File: src/hdl/pinmux_consts.svh
//--------------------------------------------------------------------------
// Register bus and pad constants of the pin multiplexer
// Word offsets are word indices, so the byte address is offset times four
// Block numbers must stay in step with reg_blk_e in pinmux_pkg
//--------------------------------------------------------------------------
`ifndef PINMUX_CONSTS_SVH
`define PINMUX_CONSTS_SVH

// Register bus widths
`define REG_AW      11
`define REG_DW      32
`define REG_BEW     4

// Block select field of the address
`define BLK_SEL_MSB 10
`define BLK_SEL_LSB 7

// Pad count
`define PAD_NUM     16

// Global block words, indexed by addr[6:2]
`define GLBL_CHIP_ID    5'd0
`define GLBL_MULTI_FUNC 5'd1
`define GLBL_IRQ_MASK   5'd2
`define GLBL_IRQ_STAT   5'd3
`define GLBL_SOFT_IRQ   5'd4

// GPIO block words, indexed by addr[5:2]
`define GPIO_DIR      4'd0
`define GPIO_OUT      4'd1
`define GPIO_IN       4'd2
`define GPIO_POS_EN   4'd3
`define GPIO_NEG_EN   4'd4
`define GPIO_IRQ_STAT 4'd5
`define GPIO_IRQ_MASK 4'd6

// Read-only identifier, "PIN1" in ASCII
`define CHIP_ID_VAL 32'h5049_4E31

// UART pad positions
`define UART_TX_PAD 0
`define UART_RX_PAD 1

`endif

File: src/hdl/pinmux_pkg.sv
//--------------------------------------------------------------------------
// Bus structs, block and pad-function enums of the pin multiplexer
// Block enum values are the numbers in address bits 10 to 7
//--------------------------------------------------------------------------
`default_nettype none

`include "pinmux_consts.svh"

package pinmux_pkg;

   // Host request, held stable until ack
   typedef struct packed {
      logic                 cs;
      logic                 wr;
      logic [`REG_AW-1:0]   addr;
      logic [`REG_DW-1:0]   wdata;
      logic [`REG_BEW-1:0]  be;
   } reg_req_t;

   // Block response, rdata valid while ack is high
   typedef struct packed {
      logic [`REG_DW-1:0]   rdata;
      logic                 ack;
   } reg_rsp_t;

   // Register blocks behind the decoder, other numbers unmapped
   typedef enum logic [3:0] {
      BLK_GLBL = 4'd0,
      BLK_GPIO = 4'd1
   } reg_blk_e;

   // Pad owner
   typedef enum logic {
      FUNC_GPIO = 1'b0,
      FUNC_UART = 1'b1
   } pad_func_e;

   // Byte enables widened to a bit mask
   function automatic logic [`REG_DW-1:0] be_mask(input logic [`REG_BEW-1:0] be);
      logic [`REG_DW-1:0] mask;
      for (int i = 0; i < `REG_BEW; i++) begin
         mask[8*i +: 8] = {8{be[i]}};
      end
      return mask;
   endfunction

endpackage

`default_nettype wire

File: src/hdl/reg_blk_decode.sv
//--------------------------------------------------------------------------
// Register bus decoder, one request in flight at a time
// Response mux is combinational, so no cycle is added to a block's ack
// Unmapped block numbers get a one-cycle ack with zero data
//--------------------------------------------------------------------------
`timescale 1ns/1ns
`default_nettype none

`include "pinmux_consts.svh"

module reg_blk_decode
   import pinmux_pkg::*;
(
   input  logic     mclk,
   input  logic     s_reset_ssn,
   input  reg_req_t req_i,
   output reg_rsp_t rsp_o,
   output reg_req_t glbl_req_o,
   output reg_req_t gpio_req_o,
   input  reg_rsp_t glbl_rsp_i,
   input  reg_rsp_t gpio_rsp_i
);

   reg_blk_e req_blk;        // block field of the live request
   reg_blk_e blk_sel;        // block captured while cs is high
   logic     blk_unmapped;
   logic     unmap_ack;

   assign req_blk      = reg_blk_e'(req_i.addr[`BLK_SEL_MSB:`BLK_SEL_LSB]);
   assign blk_unmapped = (req_blk != BLK_GLBL) && (req_blk != BLK_GPIO);

   // Same request to both blocks, cs only to the addressed one
   always_comb begin
      glbl_req_o    = req_i;
      gpio_req_o    = req_i;
      glbl_req_o.cs = req_i.cs & (req_blk == BLK_GLBL);
      gpio_req_o.cs = req_i.cs & (req_blk == BLK_GPIO);
   end

   //-----------------------------------------------------------------------
   // Block capture and local ack for holes in the map
   //-----------------------------------------------------------------------
   always_ff @(posedge mclk or negedge s_reset_ssn) begin
      if (!s_reset_ssn) begin
         blk_sel   <= BLK_GLBL;
         unmap_ack <= 1'b0;
      end else begin
         if (req_i.cs)
            blk_sel <= req_blk;
         // Single pulse, cs still high in the ack cycle
         unmap_ack <= req_i.cs & blk_unmapped & ~unmap_ack;
      end
   end

   // Steer back the captured block
   always_comb begin
      case (blk_sel)
         BLK_GLBL: rsp_o = glbl_rsp_i;
         BLK_GPIO: rsp_o = gpio_rsp_i;
         default:  rsp_o = '{rdata: '0, ack: unmap_ack};
      endcase
   end

   // Any ack seen by the host answers a request from the cycle before
   a_ack_after_req: assert property (
      @(posedge mclk) disable iff (!s_reset_ssn)
      rsp_o.ack |-> $past(req_i.cs)
   );

endmodule

`default_nettype wire

File: src/hdl/glbl_reg.sv
//--------------------------------------------------------------------------
// Global registers: chip id, multi-function select and interrupt control
// IRQ_STAT bit 0 is software, bit 1 the GPIO level; only two mask bits
// SOFT_IRQ is a write-only trigger and reads as zero
//--------------------------------------------------------------------------
`timescale 1ns/1ns
`default_nettype none

`include "pinmux_consts.svh"

module glbl_reg
   import pinmux_pkg::*;
(
   input  logic                mclk,
   input  logic                s_reset_ssn,
   input  reg_req_t            req_i,
   output reg_rsp_t            rsp_o,
   input  logic                gpio_intr_i,
   output logic [`PAD_NUM-1:0] multi_func_o,
   output logic                irq_o
);

   logic [4:0]          word;
   logic                ack_q;
   logic [`REG_DW-1:0]  rdata_q;
   logic                wr_en;
   logic                rd_en;
   logic [`REG_DW-1:0]  wmask;
   logic [`REG_DW-1:0]  wbits;     // written ones, for set and clear words
   logic [`REG_DW-1:0]  rd_word;
   logic [`REG_DW-1:0]  wr_merge;

   logic [`PAD_NUM-1:0] multi_func;
   logic [1:0]          irq_mask;
   logic                soft_irq;
   logic [1:0]          irq_stat;

   assign word  = req_i.addr[6:2];
   // Access happens once, at the edge that raises ack
   assign wr_en = req_i.cs & req_i.wr & ~ack_q;
   assign rd_en = req_i.cs & ~req_i.wr & ~ack_q;
   assign wmask = be_mask(req_i.be);
   assign wbits = req_i.wdata & wmask;

   // Status: software source and live GPIO level
   assign irq_stat = {gpio_intr_i, soft_irq};
   assign irq_o    = |(irq_stat & irq_mask);

   assign multi_func_o = multi_func;

   //-----------------------------------------------------------------------
   // Read mux, also the base for byte-enable merges
   //-----------------------------------------------------------------------
   always_comb begin
      rd_word = '0;
      case (word)
         `GLBL_CHIP_ID:    rd_word = `CHIP_ID_VAL;
         `GLBL_MULTI_FUNC: rd_word[`PAD_NUM-1:0] = multi_func;
         `GLBL_IRQ_MASK:   rd_word[1:0] = irq_mask;
         `GLBL_IRQ_STAT:   rd_word[1:0] = irq_stat;
         default:          rd_word = '0;
      endcase
   end

   assign wr_merge = (rd_word & ~wmask) | wbits;

   always_ff @(posedge mclk or negedge s_reset_ssn) begin
      if (!s_reset_ssn) begin
         ack_q      <= 1'b0;
         multi_func <= '0;
         irq_mask   <= '0;
         soft_irq   <= 1'b0;
      end else begin
         ack_q <= req_i.cs & ~ack_q;
         if (wr_en) begin
            case (word)
               `GLBL_MULTI_FUNC: multi_func <= wr_merge[`PAD_NUM-1:0];
               `GLBL_IRQ_MASK:   irq_mask   <= wr_merge[1:0];
               // Write one to clear the software bit
               `GLBL_IRQ_STAT: begin
                  if (wbits[0])
                     soft_irq <= 1'b0;
               end
               `GLBL_SOFT_IRQ: begin
                  if (wbits[0])
                     soft_irq <= 1'b1;
               end
               default: ;
            endcase
         end
      end
   end

   // Read data held for the ack cycle
   always_ff @(posedge mclk) begin
      if (rd_en)
         rdata_q <= rd_word;
   end

   assign rsp_o = '{rdata: rdata_q, ack: ack_q};

   // Held cs must not stretch ack past one cycle
   a_ack_one_cycle: assert property (
      @(posedge mclk) disable iff (!s_reset_ssn)
      rsp_o.ack |=> !rsp_o.ack
   );

endmodule

`default_nettype wire

File: src/hdl/gpio_ctrl.sv
//--------------------------------------------------------------------------
// GPIO registers, input synchronizer and edge interrupts
// Pad change is seen in GPIO_IN after 2 cycles, in status after 3
// Status is write-one-to-clear; a new edge wins over a clear
//--------------------------------------------------------------------------
`timescale 1ns/1ns
`default_nettype none

`include "pinmux_consts.svh"

module gpio_ctrl
   import pinmux_pkg::*;
(
   input  logic                mclk,
   input  logic                s_reset_ssn,
   input  reg_req_t            req_i,
   output reg_rsp_t            rsp_o,
   input  logic [`PAD_NUM-1:0] pad_gpio_in_i,
   output logic [`PAD_NUM-1:0] gpio_dir_o,
   output logic [`PAD_NUM-1:0] gpio_out_o,
   output logic                gpio_intr_o
);

   logic [3:0]          word;
   logic                ack_q;
   logic [`REG_DW-1:0]  rdata_q;
   logic                wr_en;
   logic                rd_en;
   logic [`REG_DW-1:0]  wmask;
   logic [`REG_DW-1:0]  rd_word;
   logic [`REG_DW-1:0]  wr_merge;

   // Config registers, 1 = output in dir
   logic [`PAD_NUM-1:0] dir;
   logic [`PAD_NUM-1:0] out;
   logic [`PAD_NUM-1:0] pos_en;
   logic [`PAD_NUM-1:0] neg_en;
   logic [`PAD_NUM-1:0] irq_stat;
   logic [`PAD_NUM-1:0] irq_mask;

   // Input path
   logic [`PAD_NUM-1:0] in_meta;
   logic [`PAD_NUM-1:0] in_sync;
   logic [`PAD_NUM-1:0] in_prev;
   logic [`PAD_NUM-1:0] edge_set;
   logic [`PAD_NUM-1:0] stat_clr;

   assign word  = req_i.addr[5:2];
   assign wr_en = req_i.cs & req_i.wr & ~ack_q;
   assign rd_en = req_i.cs & ~req_i.wr & ~ack_q;
   assign wmask = be_mask(req_i.be);

   //-----------------------------------------------------------------------
   // Edge detect on the synchronized value
   //-----------------------------------------------------------------------
   assign edge_set = (in_sync & ~in_prev & pos_en) | (~in_sync & in_prev & neg_en);
   assign stat_clr = (wr_en && word == `GPIO_IRQ_STAT) ?
                     (req_i.wdata[`PAD_NUM-1:0] & wmask[`PAD_NUM-1:0]) : '0;

   assign gpio_intr_o = |(irq_stat & irq_mask);
   assign gpio_dir_o  = dir;
   assign gpio_out_o  = out;

   // Read mux, zero above the pad bits
   always_comb begin
      rd_word = '0;
      case (word)
         `GPIO_DIR:      rd_word[`PAD_NUM-1:0] = dir;
         `GPIO_OUT:      rd_word[`PAD_NUM-1:0] = out;
         `GPIO_IN:       rd_word[`PAD_NUM-1:0] = in_sync;
         `GPIO_POS_EN:   rd_word[`PAD_NUM-1:0] = pos_en;
         `GPIO_NEG_EN:   rd_word[`PAD_NUM-1:0] = neg_en;
         `GPIO_IRQ_STAT: rd_word[`PAD_NUM-1:0] = irq_stat;
         `GPIO_IRQ_MASK: rd_word[`PAD_NUM-1:0] = irq_mask;
         default:        rd_word = '0;
      endcase
   end

   assign wr_merge = (rd_word & ~wmask) | (req_i.wdata & wmask);

   always_ff @(posedge mclk or negedge s_reset_ssn) begin
      if (!s_reset_ssn) begin
         ack_q    <= 1'b0;
         dir      <= '0;
         out      <= '0;
         pos_en   <= '0;
         neg_en   <= '0;
         irq_stat <= '0;
         irq_mask <= '0;
         in_meta  <= '0;
         in_sync  <= '0;
         in_prev  <= '0;
      end else begin
         ack_q <= req_i.cs & ~ack_q;
         // Two-flop sync, then one more stage for edges
         in_meta  <= pad_gpio_in_i;
         in_sync  <= in_meta;
         in_prev  <= in_sync;
         irq_stat <= (irq_stat & ~stat_clr) | edge_set;
         if (wr_en) begin
            case (word)
               `GPIO_DIR:      dir      <= wr_merge[`PAD_NUM-1:0];
               `GPIO_OUT:      out      <= wr_merge[`PAD_NUM-1:0];
               `GPIO_POS_EN:   pos_en   <= wr_merge[`PAD_NUM-1:0];
               `GPIO_NEG_EN:   neg_en   <= wr_merge[`PAD_NUM-1:0];
               `GPIO_IRQ_MASK: irq_mask <= wr_merge[`PAD_NUM-1:0];
               default: ;
            endcase
         end
      end
   end

   always_ff @(posedge mclk) begin
      if (rd_en)
         rdata_q <= rd_word;
   end

   assign rsp_o = '{rdata: rdata_q, ack: ack_q};

   // No ack without the block's own cs one cycle earlier
   a_ack_follows_cs: assert property (
      @(posedge mclk) disable iff (!s_reset_ssn)
      rsp_o.ack |-> $past(req_i.cs)
   );

endmodule

`default_nettype wire

File: src/hdl/pad_mux.sv
//--------------------------------------------------------------------------
// Pad routing between GPIO and UART, purely combinational
// Only multi-function bit 0 is honoured; it moves pads 0 and 1 to UART
//--------------------------------------------------------------------------
`timescale 1ns/1ns
`default_nettype none

`include "pinmux_consts.svh"

module pad_mux
   import pinmux_pkg::*;
(
   input  logic [`PAD_NUM-1:0] gpio_dir_i,
   input  logic [`PAD_NUM-1:0] gpio_out_i,
   input  logic [`PAD_NUM-1:0] multi_func_i,
   input  logic                uart_txd_i,
   input  logic [`PAD_NUM-1:0] pad_in_i,
   output logic [`PAD_NUM-1:0] pad_out_o,
   output logic [`PAD_NUM-1:0] pad_oen_o,
   output logic [`PAD_NUM-1:0] pad_gpio_in_o,
   output logic                uart_rxd_o
);

   pad_func_e pad_func [`PAD_NUM];

   // Owner of each pad
   always_comb begin
      for (int i = 0; i < `PAD_NUM; i++) begin
         if (i == `UART_TX_PAD || i == `UART_RX_PAD)
            pad_func[i] = pad_func_e'(multi_func_i[0]);
         else
            pad_func[i] = FUNC_GPIO;
      end
   end

   //-----------------------------------------------------------------------
   // Output and enable, oen low drives the pad
   //-----------------------------------------------------------------------
   always_comb begin
      for (int i = 0; i < `PAD_NUM; i++) begin
         pad_out_o[i] = gpio_out_i[i];
         pad_oen_o[i] = ~gpio_dir_i[i];
      end
      if (pad_func[`UART_TX_PAD] == FUNC_UART) begin
         pad_out_o[`UART_TX_PAD] = uart_txd_i;
         pad_oen_o[`UART_TX_PAD] = 1'b0;
      end
      // Receive pad is input only
      if (pad_func[`UART_RX_PAD] == FUNC_UART) begin
         pad_out_o[`UART_RX_PAD] = 1'b0;
         pad_oen_o[`UART_RX_PAD] = 1'b1;
      end
   end

   // Idle high line when UART is not on the pads
   assign uart_rxd_o = (pad_func[`UART_RX_PAD] == FUNC_UART) ? pad_in_i[`UART_RX_PAD] : 1'b1;

   assign pad_gpio_in_o = pad_in_i;

endmodule

`default_nettype wire

File: src/hdl/pinmux_top.sv
//--------------------------------------------------------------------------
// Pin multiplexer top: register decoder, global and GPIO blocks, pad mux
// Host keeps one request in flight; ack comes in the request's 2nd cycle
//--------------------------------------------------------------------------
`timescale 1ns/1ns
`default_nettype none

`include "pinmux_consts.svh"

module pinmux_top
   import pinmux_pkg::*;
(
   input  logic                mclk,
   input  logic                s_reset_ssn,
   input  reg_req_t            reg_req_i,
   output reg_rsp_t            reg_rsp_o,
   input  logic [`PAD_NUM-1:0] pad_in_i,
   output logic [`PAD_NUM-1:0] pad_out_o,
   output logic [`PAD_NUM-1:0] pad_oen_o,
   input  logic                uart_txd_i,
   output logic                uart_rxd_o,
   output logic                irq_o
);

   reg_req_t            glbl_req;
   reg_req_t            gpio_req;
   reg_rsp_t            glbl_rsp;
   reg_rsp_t            gpio_rsp;
   logic [`PAD_NUM-1:0] multi_func;
   logic [`PAD_NUM-1:0] gpio_dir;
   logic [`PAD_NUM-1:0] gpio_out;
   logic [`PAD_NUM-1:0] pad_gpio_in;
   logic                gpio_intr;

   // Bus decode
   reg_blk_decode u_reg_blk_decode (
      .mclk        (mclk),
      .s_reset_ssn (s_reset_ssn),
      .req_i       (reg_req_i),
      .rsp_o       (reg_rsp_o),
      .glbl_req_o  (glbl_req),
      .gpio_req_o  (gpio_req),
      .glbl_rsp_i  (glbl_rsp),
      .gpio_rsp_i  (gpio_rsp)
   );

   glbl_reg u_glbl_reg (
      .mclk         (mclk),
      .s_reset_ssn  (s_reset_ssn),
      .req_i        (glbl_req),
      .rsp_o        (glbl_rsp),
      .gpio_intr_i  (gpio_intr),
      .multi_func_o (multi_func),
      .irq_o        (irq_o)
   );

   gpio_ctrl u_gpio_ctrl (
      .mclk          (mclk),
      .s_reset_ssn   (s_reset_ssn),
      .req_i         (gpio_req),
      .rsp_o         (gpio_rsp),
      .pad_gpio_in_i (pad_gpio_in),
      .gpio_dir_o    (gpio_dir),
      .gpio_out_o    (gpio_out),
      .gpio_intr_o   (gpio_intr)
   );

   // Pad side
   pad_mux u_pad_mux (
      .gpio_dir_i    (gpio_dir),
      .gpio_out_i    (gpio_out),
      .multi_func_i  (multi_func),
      .uart_txd_i    (uart_txd_i),
      .pad_in_i      (pad_in_i),
      .pad_out_o     (pad_out_o),
      .pad_oen_o     (pad_oen_o),
      .pad_gpio_in_o (pad_gpio_in),
      .uart_rxd_o    (uart_rxd_o)
   );

endmodule

`default_nettype wire

File: config.mk
export PLATFORM = sky130hd
export DESIGN_NAME = pinmux_top
export DESIGN_NICKNAME = d
export VERILOG_FILES = /design/src/hdl/pinmux_pkg.sv /design/src/hdl/reg_blk_decode.sv /design/src/hdl/glbl_reg.sv /design/src/hdl/gpio_ctrl.sv /design/src/hdl/pad_mux.sv /design/src/hdl/pinmux_top.sv
export VERILOG_INCLUDE_DIRS = /design/src /design/src/hdl
export SDC_FILE = /design/constraint.sdc
export NUM_CORES = 1
export LEC_CHECK = 0
export BUFFER_PORTS_ARGS = -buffer_cell sky130_fd_sc_hd__buf_2
export CAP_MARGIN = 10
export CORE_MARGIN = 1
export CORE_UTILIZATION = 48
export DETAILED_ROUTE_END_ITERATION = 7
export PLACE_DENSITY = 0.71
export SETUP_SLACK_MARGIN = 0.2
export SYNTH_ARGS = -nofsm -noshare
export SYNTH_HDL_FRONTEND = slang
export SYNTH_HIERARCHICAL = 1
export SYNTH_SLANG_ARGS = --single-unit
File: constraint.sdc
create_clock -name mclk -period 2.7 [get_ports mclk]
set_input_delay 0 -clock mclk [delete_from_list [all_inputs] [get_ports mclk]]
set_output_delay 0 -clock mclk [all_outputs]
set_load 0.02 [all_outputs]
# == Yosys cells after proc, flatten, opt, wreduce, memory -nomap -nowiden ==
# Cells that the tools add are included.
# totals
latch_bits,0
ramBits,0
mem_count,0
romBits,0
ff_bits,217
elab_cells,118
in_bits,68
# classes
add_sub_neg,0
n_shift,0
n_reduce_logical,18
n_div,0
magnitude_cmp,0
multipliers,0
mux,14
n_eq_ne,15
bitwise_logic,53
# ops
op,n
$and 16x16->16,10
$pmux 16 s7,1
$not 16->16,4
$or 16x16->16,4
$pmux 32 s2,1
$pmux 14 s2,1
$not 1->1,20
$mux 16,1
$reduce_or 16->1,1
$mux 15,1
$and 1x1->1,14
$reduce_and 2->1,7
$eq 4x1->1 const B,3
$eq 4x3->1 const B,3
$logic_not 4->1,3
$eq 5x2->1 const B,2
$eq 4x2->1 const B,2
$pmux 2 s4,1
$mux 1,7
$eq 5x1->1 const B,1
$eq 5x3->1 const B,1
$logic_not 5->1,1
$ne 2x1->1 const B,2
$ne 4x1->1 const B,1
7 further kinds,8

# == Longest topological paths before layout ==
# Gate-level depths: netlist (run 1).
# logic_depth
word_depth,9
ltp_mapped,8
ltp_nobuf,7

# == Cells and area by module ==
# The synthesis (run 1) kept the hierarchy.
# by_module_without_submodules
mod,area_per_inst_um2,cells_per_inst,instances
gpio_ctrl,7233.2,667,1
glbl_reg,1732.9,128,1
reg_blk_decode,1453.9,184,1
pad_mux,317.8,49,1

# == Worst setup path after synthesis (run 1) ==
# No wires, ideal clock.
# synth_path
kind,input port to flip-flop
startpoint,input reg_req_i[44] (netlist name)
endpoint,"register u_glbl_reg.rdata_q[0], enable pin"
cell_stages,4
required_time_ns,2.308
setup_slack_ns,0.917
setup_time_ns,0.392
arrival_ns,1.391
cell_sequence,nor3_1 -> and3b_1 -> nor2b_1 -> nor2b_1
# synth_rtl
element,line,text
"start, declared",pinmux_top.sv:15,"input reg_req_t reg_req_i,"
"end signal, assigned",glbl_reg.sv:97,rdata_q <= rd_word;
"end, declared",glbl_reg.sv:25,logic [`REG_DW-1:0] rdata_q;

==> impl_results.md, run 1 <==
- CP cell instances: dlygate4sd3_1 -> buf_2 -> nor3_2 -> and3b_1 -> nand3b_1 -> nor3_4 -> nand2_4 -> mux2_4 -> dlygate4sd3_1
- Max cap viols: 0
- Commonest non-fill, non-tap cell in the layout: dfrtp_1
- Peak Freq: 429.4 MHz
- DR iter-0 viols: 520
- Power density cells: 609.7 nW/µm²
- Synth warnings: 6
- Least-Margin Pin Slew: 1.145 ns
- Die Ht: 149.0 µm
- Worst path slowest cell: dlygate4sd3_1
- Worst R2R Start: u_glbl_reg/ack_q
- Setup repair after global routing missed its margin: false
- Router iterations before antenna repair: 7
- Rows: 53
- TritonCTS clock tree: yes
- Syn Std Cell Area: 10,370 µm²
- Final Setup Violations: 0
- Vias/cell: 5.283
- Clock Sink Count: 203
- Routability cong.: 0.8574
- Filler cells: 1,822
- Worst r2r dst: u_glbl_reg/multi_func_o[15]
- Routed Antenna Nets: 0
- Total Routed Length: 23,650 µm
- Clk buf depth: 3
- Initial core utilization: 49.18%
- Sum of negative setup slack: 0 ns
- Crit path buf inv count: 3
- HPWL after DPL: 16,140 µm
- PortBufs: 103
- Hold Path Class: in -> reg
- Routed WL per cell: 17.69 µm
- First-pass GRT wire length: 37,340 µm
- Hold slack final: 0.06764 ns
- Maximum vdd drop: 369.2 µV
- Power Total: 7.140 mW
- Worst setup path end: u_glbl_reg/multi_func_o[15]
- R2R Setup Slk: 0.53 ns
- Final Hold Viols: 0
- Setup CP Type: in -> reg
- # DRC: 0
- Core Area: 21,090 µm²
- Vias in the first global route: 6,736
- CTS Buf Count: 22
- Core Util, Final: 55.53%
- Reg clk slew, reported paths: 0.06 ns
- Clk_skew: 0.007662 ns
- Initial antenna violation count: 0
- R2R depth: 5
- CP Capture Type: flip-flop
- Synthesized instance count: 979
- Worst Hold Depth: 3
- Root buf cell: clkbuf_16
- CTS HTree Levels: 1
- Leakage dissipation: 5.670 nW
- Syn avg cell area: 10.59 µm²
- Final period util: 86.25%
- Critical Path Fanout Max: 8
- Area Growth Syn to Fin: 12.92%
- Die Span X: 149.0 µm
- Fin. max-slew vios: 0
- CP Data Required Time: 3.08 ns
- Total number of vias: 7,063
- Critical Path Source Type: input pin
- Crit path top cell by count: dlygate4sd3_1
- Pin count of the biggest net entering global routing: 87
- Worst setup path start: reg_req_i[44]
- Most frequent cells in the layout: dfrtp_1, nand2_1, buf_2, o21ai_1, nor2_1
- Share of cells above drive strength 1: 22.22%
- Kind of cell adding the most delay to the critical path: buffers and inverters
- Slew margin rel.: 23.12%
- CP Depth: 9
- Max stage delay on crit path: 0.56 ns
- Worst-Skew Late Latency: 0.50 ns
- Gr usage total: 21.78%
- Status: complete, no violations
- Tmin final: 2.329 ns
- GR Overflow Total: 0
- Ant diodes: 0
- Final #Nets: 1,114
- Die area: 22,200 µm²
- CP Data Arrival Time: 2.71 ns
- Total I/O pin count: 135
-- cell type report --
type	count	area, µm²	area share (%)
Inverter	20	75.07	0.6411
Multi-Input combinational cell	617	4028	34.39
Tap cell	275	344.1	2.938
Timing Repair Buffer	182	1252	10.70
Clock buffer	31	665.6	5.684
Sequential cell	203	5246	44.80
Clock inverter	9	98.84	0.8441
-- layer usage --
metal / part of all wire (%) / vias to the layer above / wire length, µm / track usage (%)
li1: - / 3437 / - / -
met1: 46 / 3372 / 10870 / 30.84
met2: 45 / 212 / 10670 / 33.95
met3: 6.7 / 42 / 1575 / 3.914
met4: 2.2 / 0 / 528 / 6.837
met5: 0 / - / 0 / 0
-- how the worst min path moves through the flow --
| stage | start | endpoint | slack, ns |
|---|---|---|---|
| 2_1_floorplan | s_reset_ssn | u_glbl_reg/ack_q | -0.30 |
| 3_3_place_gp | s_reset_ssn | u_gpio_ctrl/in_meta[12] | 0.11 |
| 3_5_place_dp | pad_in_i[4] | u_gpio_ctrl/in_meta[4] | 0.11 |
| 4_1_cts | reg_req_i[47] | u_glbl_reg/rdata_q[12] | 0.05 |
| 5_1_grt | reg_req_i[47] | u_gpio_ctrl/rdata_q[5] | 0.08 |
| 6_report | reg_req_i[47] | u_glbl_reg/rdata_q[2] | 0.07 |
-- flip-flops by register name, indices dropped and copies added (netlist names), 2 cells and up --
name / cells
u_gpio_ctrl/irq_mask: 16
u_gpio_ctrl/gpio_out_o: 16
u_gpio_ctrl/pos_en: 16
u_gpio_ctrl/in_meta: 16
u_glbl_reg/irq_mask: 2
u_gpio_ctrl/neg_en: 16
u_gpio_ctrl/in_prev: 16
u_gpio_ctrl/irq_stat: 16
u_glbl_reg/rdata_q: 17
u_gpio_ctrl/in_sync: 16
u_reg_blk_decode/blk_sel: 4
u_glbl_reg/multi_func_o: 16
u_gpio_ctrl/rdata_q: 16
u_gpio_ctrl/gpio_dir_o: 16
-- where the power goes --
part / switching (mW) / internal [mW] / leakage (nW)
clock network: 1.20 / 1.91 / 0.375
logic: 0.376 / 0.292 / 2.74
registers: 0.122 / 3.25 / 2.56
total: 1.70 / 5.44 / 5.67
-- what timing repair did --
action | CTS | global route
endpoints found under the setup margin | 0 | 4
resized for setup | 0 | 1
buffers inserted | 0 | 2
endpoints found under the hold margin | 146 | 0
hold buffers | 50 | 0
-- worst min-delay path, delay by kind of cell --
| kind | cells | cell delay (ns) |
|---|---|---|
| buf+inv | 2 | 0.32 |
| simple gates | 1 | 0.05 |
-- through the flow --
stage                     setup WS [ns]  cells  cell area, µm²
final                            0.3711   1337           11710
after global routing             0.2714   1337           11710
after CTS                        0.2300   1335           11690
after detailed placement         0.6195   1245           10430
after global placement           0.6602   1245           10430
after floorplan                  0.9166   1004           10460
No activity file was read; power rests on OpenSTA's default activity.
==> run 2, diff against run 1 <==
Settings changed: ABC_AREA set to 1.
Clock period 2.7 ns to 2.8 ns, I/O delays scaled along.
==> run 2 against run 1 <==
Synthesized area increased by 2.8%; design area increased by 2.2%; sequential share of layout area decreased by 0.99 points; combinational power decreased by 7.2%; total power decreased by 5.6%; setup slack improved by 0.057 ns; sequential power decreased by 7.1%; clock-buffer cell count decreased by 6; sequential cell count unchanged; die area increased by 2.7%; largest power group unchanged.
==> impl_results.md, run 2 <==
- Status: complete, no violations
- Setup CP Type: in -> reg
- Final #Nets: 1,413 (+27%)
- Sw frac: 24.98% (+1.2 points)
- Setup ws final: 0.4278 ns (+0.05663 ns)
- Placed Area: 10,630 µm² (+2.0%)
- Worst-Skew Late Latency: 0.52 ns (+0.02 ns)
- Final period util: 84.72%
- # DRC: 0 (unchanged)
- P_sw: 1.684 mW (-0.68%)
- Max stage delay on crit path: 0.56 ns (about the same)
- Final Setup Violations: 0 (unchanged)
- Final Hold Viols: 0 (unchanged)
- Clk_skew: 0.02022 ns (+0.01255 ns)
- Routed WL per cell: 16.44 µm (-7.1%)
- Top reg by flops: u_glbl_reg/rdata_q
- Fin. max-slew vios: 0 (unchanged)
- Critical Path Source Type: input pin
- Peak Freq: 421.5 MHz
- Power Total: 6.742 mW (-5.6%)
- Initial antenna violation count: 0 (unchanged)
- CTS HTree Levels: 1 (unchanged)
- Share of power burned in the clock network: 44.4% (+0.9 points)
- Leakage dissipation: 6.057 nW (+6.8%)
- Root buf cell: clkbuf_16
- Power density cells: 563.1 nW/µm² (-7.6%)
- Maximum vdd drop: 364.0 µV (-1.4%)
- HPWL after DPL: 17,900 µm (+11%)
- Core Util, Final: 54.86% (-0.67 points)
- Die area: 22,800 µm² (+2.7%)
- Vias in the first global route: 8,082 (+20%)
- Core Area: 21,820 µm² (+3.5%)
- Area Growth Syn to Fin: 12.36%
- Reg clk slew, reported paths: 0.06 ns (about the same)
- Slew margin rel.: 40.77% (+18 points)
- Final instance area: 11,970 µm² (+2.2%)
- CTS Buf Count: 22 (unchanged)
- Total number of vias: 8,624 (+22%)
- Worst slack at placement: 0.8088 ns (+0.1893 ns)
- Initial core utilization: 48.82% (-0.35 points)
- Vias/cell: 5.255 (-0.52%)
- Rows: 54 (+1.9%)
- CP Data Arrival Time: 2.74 ns (+0.03 ns)
- Number of flip-flops in the largest register: 17 (unchanged)
- Router iterations before antenna repair: 5 (-2)
- Die Ht: 151.0 µm (+1.3%)
- Die Span X: 151.0 µm (+1.3%)
- Hold Path Class: in -> reg
- Critical Path Fanout Max: 12 (+4)
- Synth warnings: 6 (unchanged)
- Sum of negative setup slack: 0 ns (unchanged)
- Synthesized instance count: 1,269 (+30%)
- Crit path buf inv count: 6 (+3)
- CP Data Required Time: 3.16 ns (+0.08 ns)
- Total Routed Length: 26,980 µm (+14%)
- GR Overflow Total: 0 (unchanged)
- Most frequent cells in the layout: nand2_1, dfrtp_1, nand3_1, buf_2, nor2_1
- Logic pwr share: 9.2% (-0.2 points)
- Setup repair after global routing missed its margin: false
- Pin count of the biggest net entering global routing: 77 (-11%)
- First-pass GRT wire length: 42,770 µm (+15%)
- CP Capture Type: flip-flop
- Worst path slowest cell: dlygate4sd3_1
- PortBufs: 103 (unchanged)
- Share of cells above drive strength 1: 18.74% (-3.5 points)
- Ant diodes: 0 (unchanged)
- TritonCTS clock tree: yes
- DR iter-0 viols: 739 (+42%)
- Tmin final: 2.372 ns
- Total I/O pin count: 135 (unchanged)
- Gr usage total: 24.42% (+2.6 points)
- Post-CTS Setup Bufs: 0 (unchanged)
- Max cap viols: 0 (unchanged)
- Routability cong.: 0.8727 (+1.8%)
- Clk buf depth: 3 (unchanged)
- Syn Std Cell Area: 10,660 µm² (+2.8%)
- Routed Antenna Nets: 0 (unchanged)
- CP cell instances: dlygate4sd3_1 -> buf_2 -> nand2_1 -> dlygate4sd3_1 -> nor2_1 -> inv_1 -> nor2_1 -> nand2_1 -> clkinv_1 -> nand3_2 -> buf_4 -> o21ai_0 -> o221ai_1
- Clock Sink Count: 203 (unchanged)
- P_int: 5.058 mW (-7.1%)
- Least-Margin Pin Slew: 0.8874 ns (-0.2571 ns)
- Kind of cell adding the most delay to the critical path: buffers and inverters
- Syn avg cell area: 8.397 µm² (-21%)
- Commonest non-fill, non-tap cell in the layout: nand2_1
- Sequential share of power: 46.4% (-0.8 points)
==> run 2: cell count changes in the layout (fill, tap and decap cells not counted), moves of 23 or more <==
cell     before  now
nand3_2       0   33
o21ai_1      79    0
nor2_1       57   80
and3b_1      54    0
nand2_1     117  452
inv_1        19   58
mux2i_1      35    0
nand3_1      17  140
==> run 2: timing repair <==
| item | in CTS | in global routing |
|---|---|---|
| resized for setup | 0 | 1 |
| hold buffers | 59 | 0 |
| endpoints found under the hold margin | 187 | 0 |
| setup endpoints to repair | 0 | 5 |
==> run 2: through the flow <==
| step | hold slack, ns | std cells |
|---|---|---|
| global route | 0.04759 | 1641 |
| global placement | 0.07703 | 1542 |
| floorplan | -0.2956 | 1294 |
| finish | 0.01562 | 1641 |
| CTS | 0.01643 | 1641 |
| detailed placement | 0.07897 | 1542 |
==> run 2: path summary, 6_finish.rpt <==
check / from / end / slack [ns] / cells after the start
setup / recovery: reg_req_i[48] / u_gpio_ctrl/irq_stat[4] / 0.43 / 13
setup reg to reg: u_glbl_reg/ack_q / u_glbl_reg/multi_func_o[5] / 0.58 / 7
min in group asynchronous: s_reset_ssn / u_gpio_ctrl/in_meta[9] / 0.08 / 2
max in group asynchronous: s_reset_ssn / u_gpio_ctrl/pos_en[15] / 1.96 / 3
hold reg to reg: u_gpio_ctrl/in_meta[14] / u_gpio_ctrl/in_sync[14] / 0.33 / 0
hold / removal: reg_req_i[1] / u_glbl_reg/multi_func_o[8] / 0.02 / 3
==> run 2: worst reg2reg max path, cell delays in order (launching register included) <==
cell,delay [ns]
dfrtp_1,0.40
nor2_1,0.18
nand2_1,0.17
nor2_8,0.39
inv_2,0.16
a21oi_1,0.14
dlygate4sd3_1,0.57
a21oi_1,0.07
==> run 2: routing by layer <==
layer | vias up | wire length (µm) | GRT usage, % | share of wire [%]
met5 | - | 0 | 0 | 0
met4 | 0 | 836 | 9.200 | 3.1
met3 | 62 | 2496 | 4.398 | 9.3
met2 | 416 | 12260 | 37.89 | 45
met1 | 4041 | 11380 | 34.09 | 42
li1 | 4105 | - | - | -
==> run 2: layout make-up <==
class,instances,area [µm²]
inverters,72,270.3
well taps,280,350.3
flip-flops and latches,203,5245
clock inverters,15,155.1
multi-input cells,859,4046
clock buffers,25,593.1
repair buffers,187,1313
fillers,1957,9851
==> run 2: power by group through the flow <==
stage / combinational, mW / clock, mW / sequential [mW]
after floorplan: 0.476 / 0 / 3.16
after global placement: 0.554 / 0 / 3.18
after detailed placement: 0.559 / 0 / 3.18
after CTS: 0.617 / 3.04 / 3.13
after global routing: 0.686 / 3.17 / 3.13
final: 0.620 / 3.00 / 3.13
==> run 3, diff against run 2 <==
Settings changed: PLACE_DENSITY 0.71 to 0.74.
Clock period 2.8 ns to 2.1 ns, I/O delays scaled along.
==> run 3 against run 2 <==
Sequential power grew 33%; sequential cell count is the same; clock power grew 24%; total power grew 30%; utilization grew 0.092 points; clock skew shrank 0.0017 ns; sequential share of layout area shrank 0.073 points; global-route usage shrank 0.53 points.
==> impl_results.md, run 3 (same netlist as run 2, synthesis figures left out) <==
- Status: complete, no violations
- Total placed cells including tap cells: 1,545 (+0.19%)
- CTS Buf Count: 22 (unchanged)
- CP Capture Type: primary output
- Maximum vdd drop: 493.8 µV (+36%)
- Fin. max-slew vios: 0 (unchanged)
- Final Hold Viols: 0 (unchanged)
- Number of flip-flops in the largest register: 17 (unchanged)
- CP Data Arrival Time: 1.96 ns (-0.78 ns)
- Clock Sink Count: 203 (unchanged)
- Area Growth Syn to Fin: 12.55%
- Setup repair after global routing missed its margin: true
- Commonest non-fill, non-tap cell in the layout: nand2_1
- Peak Freq: 510.8 MHz
- Router iterations before antenna repair: 7 (+2)
- Ant diodes: 0 (unchanged)
- Pin count of the biggest net entering global routing: 68 (-12%)
- Core Util, Final: 54.95% (+0.092 points)
- CP Data Required Time: 2.10 ns (-1.06 ns)
- Worst slack at placement: 0.3949 ns (-0.4139 ns)
- Critical Path Source Type: flip-flop
- First-pass GRT wire length: 41,970 µm (-1.9%)
- Hold slack final: 0.02062 ns (+0.004999 ns)
- # DRC: 0 (unchanged)
- Filler cells: 1,968 (+0.56%)
- Share of cells above drive strength 1: 19.87% (+1.1 points)
- CTS HTree Levels: 1 (unchanged)
- Most frequent cells in the layout: nand2_1, dfrtp_1, nand3_1, buf_2, nor2_1
- CP cell instances: a22o_1 -> nor3_2 -> nand3_2 -> a22o_1 -> buf_6
- Worst path slowest cell: dfrtp_1
- Initial core utilization: 48.82% (unchanged)
- Vias/cell: 5.259 (about the same)
- Sequential Area: 5245 µm² (unchanged)
- Critical Path Fanout Max: 3 (-9)
- Clk buf depth: 3 (unchanged)
- Kind of cell adding the most delay to the critical path: compound AO/OA/AOI/OAI gates
- Worst-Skew Late Latency: 0.52 ns (about the same)
- Non-Filler Instances: 1,639 (-0.12%)
- R2R depth: 7 (unchanged)
- Initial antenna violation count: 0 (unchanged)
- Multi-input gate area: 4071 µm² (+0.62%)
- Hold Path Class: in -> async
- Least-Margin Pin Slew: 0.5575 ns (-0.3300 ns)
- Clk_skew: 0.01848 ns (-0.001735 ns)
- Total number of vias: 8,619 (-0.058%)
- HPWL after DPL: 17,790 µm (-0.64%)
- Final period util: 93.22%
- Reg clk slew, reported paths: 0.06 ns (about the same)
- Crit path top cell by count: a22o_1
- Routed Antenna Nets: 0 (unchanged)
- Rows: 54 (unchanged)
- Tmin final: 1.958 ns
- Routed WL per cell: 16.34 µm (-0.59%)
- Slew margin rel.: 62.84% (+22 points)
- Crit path buf inv count: 1 (-5)
- Routability cong.: 0.9044 (+3.6%)
- Sum of negative setup slack: 0 ns (unchanged)
- Die area: 22,800 µm² (unchanged)
- Die Span X: 151.0 µm (unchanged)
- Max stage delay on crit path: 0.41 ns (-0.15 ns)
- PortBufs: 103 (unchanged)
- Vias in the first global route: 7,887 (-2.4%)
- Gr usage total: 23.89% (-0.53 points)
- Core Area: 21,820 µm² (unchanged)
- CP Depth: 5 (-8)
- Total Routed Length: 26,780 µm (-0.72%)
- TritonCTS clock tree: yes
- Max cap viols: 0 (unchanged)
- Root buf cell: clkbuf_16
- Leakage dissipation: 6.060 nW (about the same)
- Power density cells: 729.9 nW/µm² (+30%)
- DR iter-0 viols: 771 (+4.3%)
- GR Overflow Total: 0 (unchanged)
- Final Setup Violations: 0 (unchanged)
- Setup CP Type: reg -> out
- Top reg by flops: u_glbl_reg/rdata_q
- Die Ht: 151.0 µm (unchanged)
- Setup ws final: 0.1424 ns (-0.2854 ns)
- Final #Nets: 1,411 (-0.14%)
- Total I/O pin count: 135 (unchanged)
## run 3: final timing paths
check	startpoint	end	slack (ns)
worst max register to register	u_gpio_ctrl/ack_q	u_gpio_ctrl/irq_stat[15]	0.43
max in group asynchronous	s_reset_ssn	u_gpio_ctrl/in_meta[1]	1.35
worst min-delay path	s_reset_ssn	u_gpio_ctrl/in_meta[6]	0.02
worst max-delay path	u_gpio_ctrl/irq_mask[14]	irq_o	0.14
worst min register to register	u_gpio_ctrl/in_meta[11]	u_gpio_ctrl/in_sync[11]	0.35
min in group mclk	reg_req_i[47]	u_glbl_reg/rdata_q[5]	0.07
## run 3: area by class of cell
cell class | instances | share of cell area, %
multi-input combinational | 859 | 33.95
inverter | 72 | 2.264
tap | 280 | 2.921
clock inverter | 14 | 0.9911
sequential | 203 | 43.73
clock buffer | 26 | 4.799
timing repair buffer | 185 | 11.34
## run 3: per-stage QoR
stage	total power, mW	area [µm²]
5_1_grt	9.064	11990
4_1_cts	8.781	11950
3_5_place_dp	5.007	10710
2_1_floorplan	4.854	10760
3_3_place_gp	4.995	10710
6_report	8.753	11990
## run 3: per-layer routing
| metal | routed length, µm | GRT usage, % | vias up |
|---|---|---|---|
| li1 | - | - | 4106 |
| met1 | 11570 | 32.92 | 4080 |
| met2 | 12120 | 38.17 | 377 |
| met3 | 2353 | 4.608 | 56 |
| met4 | 745 | 7.300 | 0 |
| met5 | 0 | 0 | - |
## run 3: worst reg2reg max path: stages (launching register included)
cell and delay, ns:
dfrtp_1 0.40, nor2_1 0.14, nand2_1 0.15, inv_2 0.16
nand3_1 0.11, buf_4 0.22, o21ai_0 0.22, o221ai_1 0.14
## run 3: timing repair
item / in CTS / in global routing
setup endpoints to repair: 6 / 26
setup buffers: 3 / 2
resized for setup: 7 / 13
endpoints found under the hold margin: 277 / 0
pin swaps: 4 / 5
hold buffers: 49 / 0
## run 3: power by group
part	internal, mW	leakage [nW]	switching [mW]
sequential	4.09	2.44	0.0751
combinational	0.286	3.28	0.585
clock	2.10	0.333	1.61
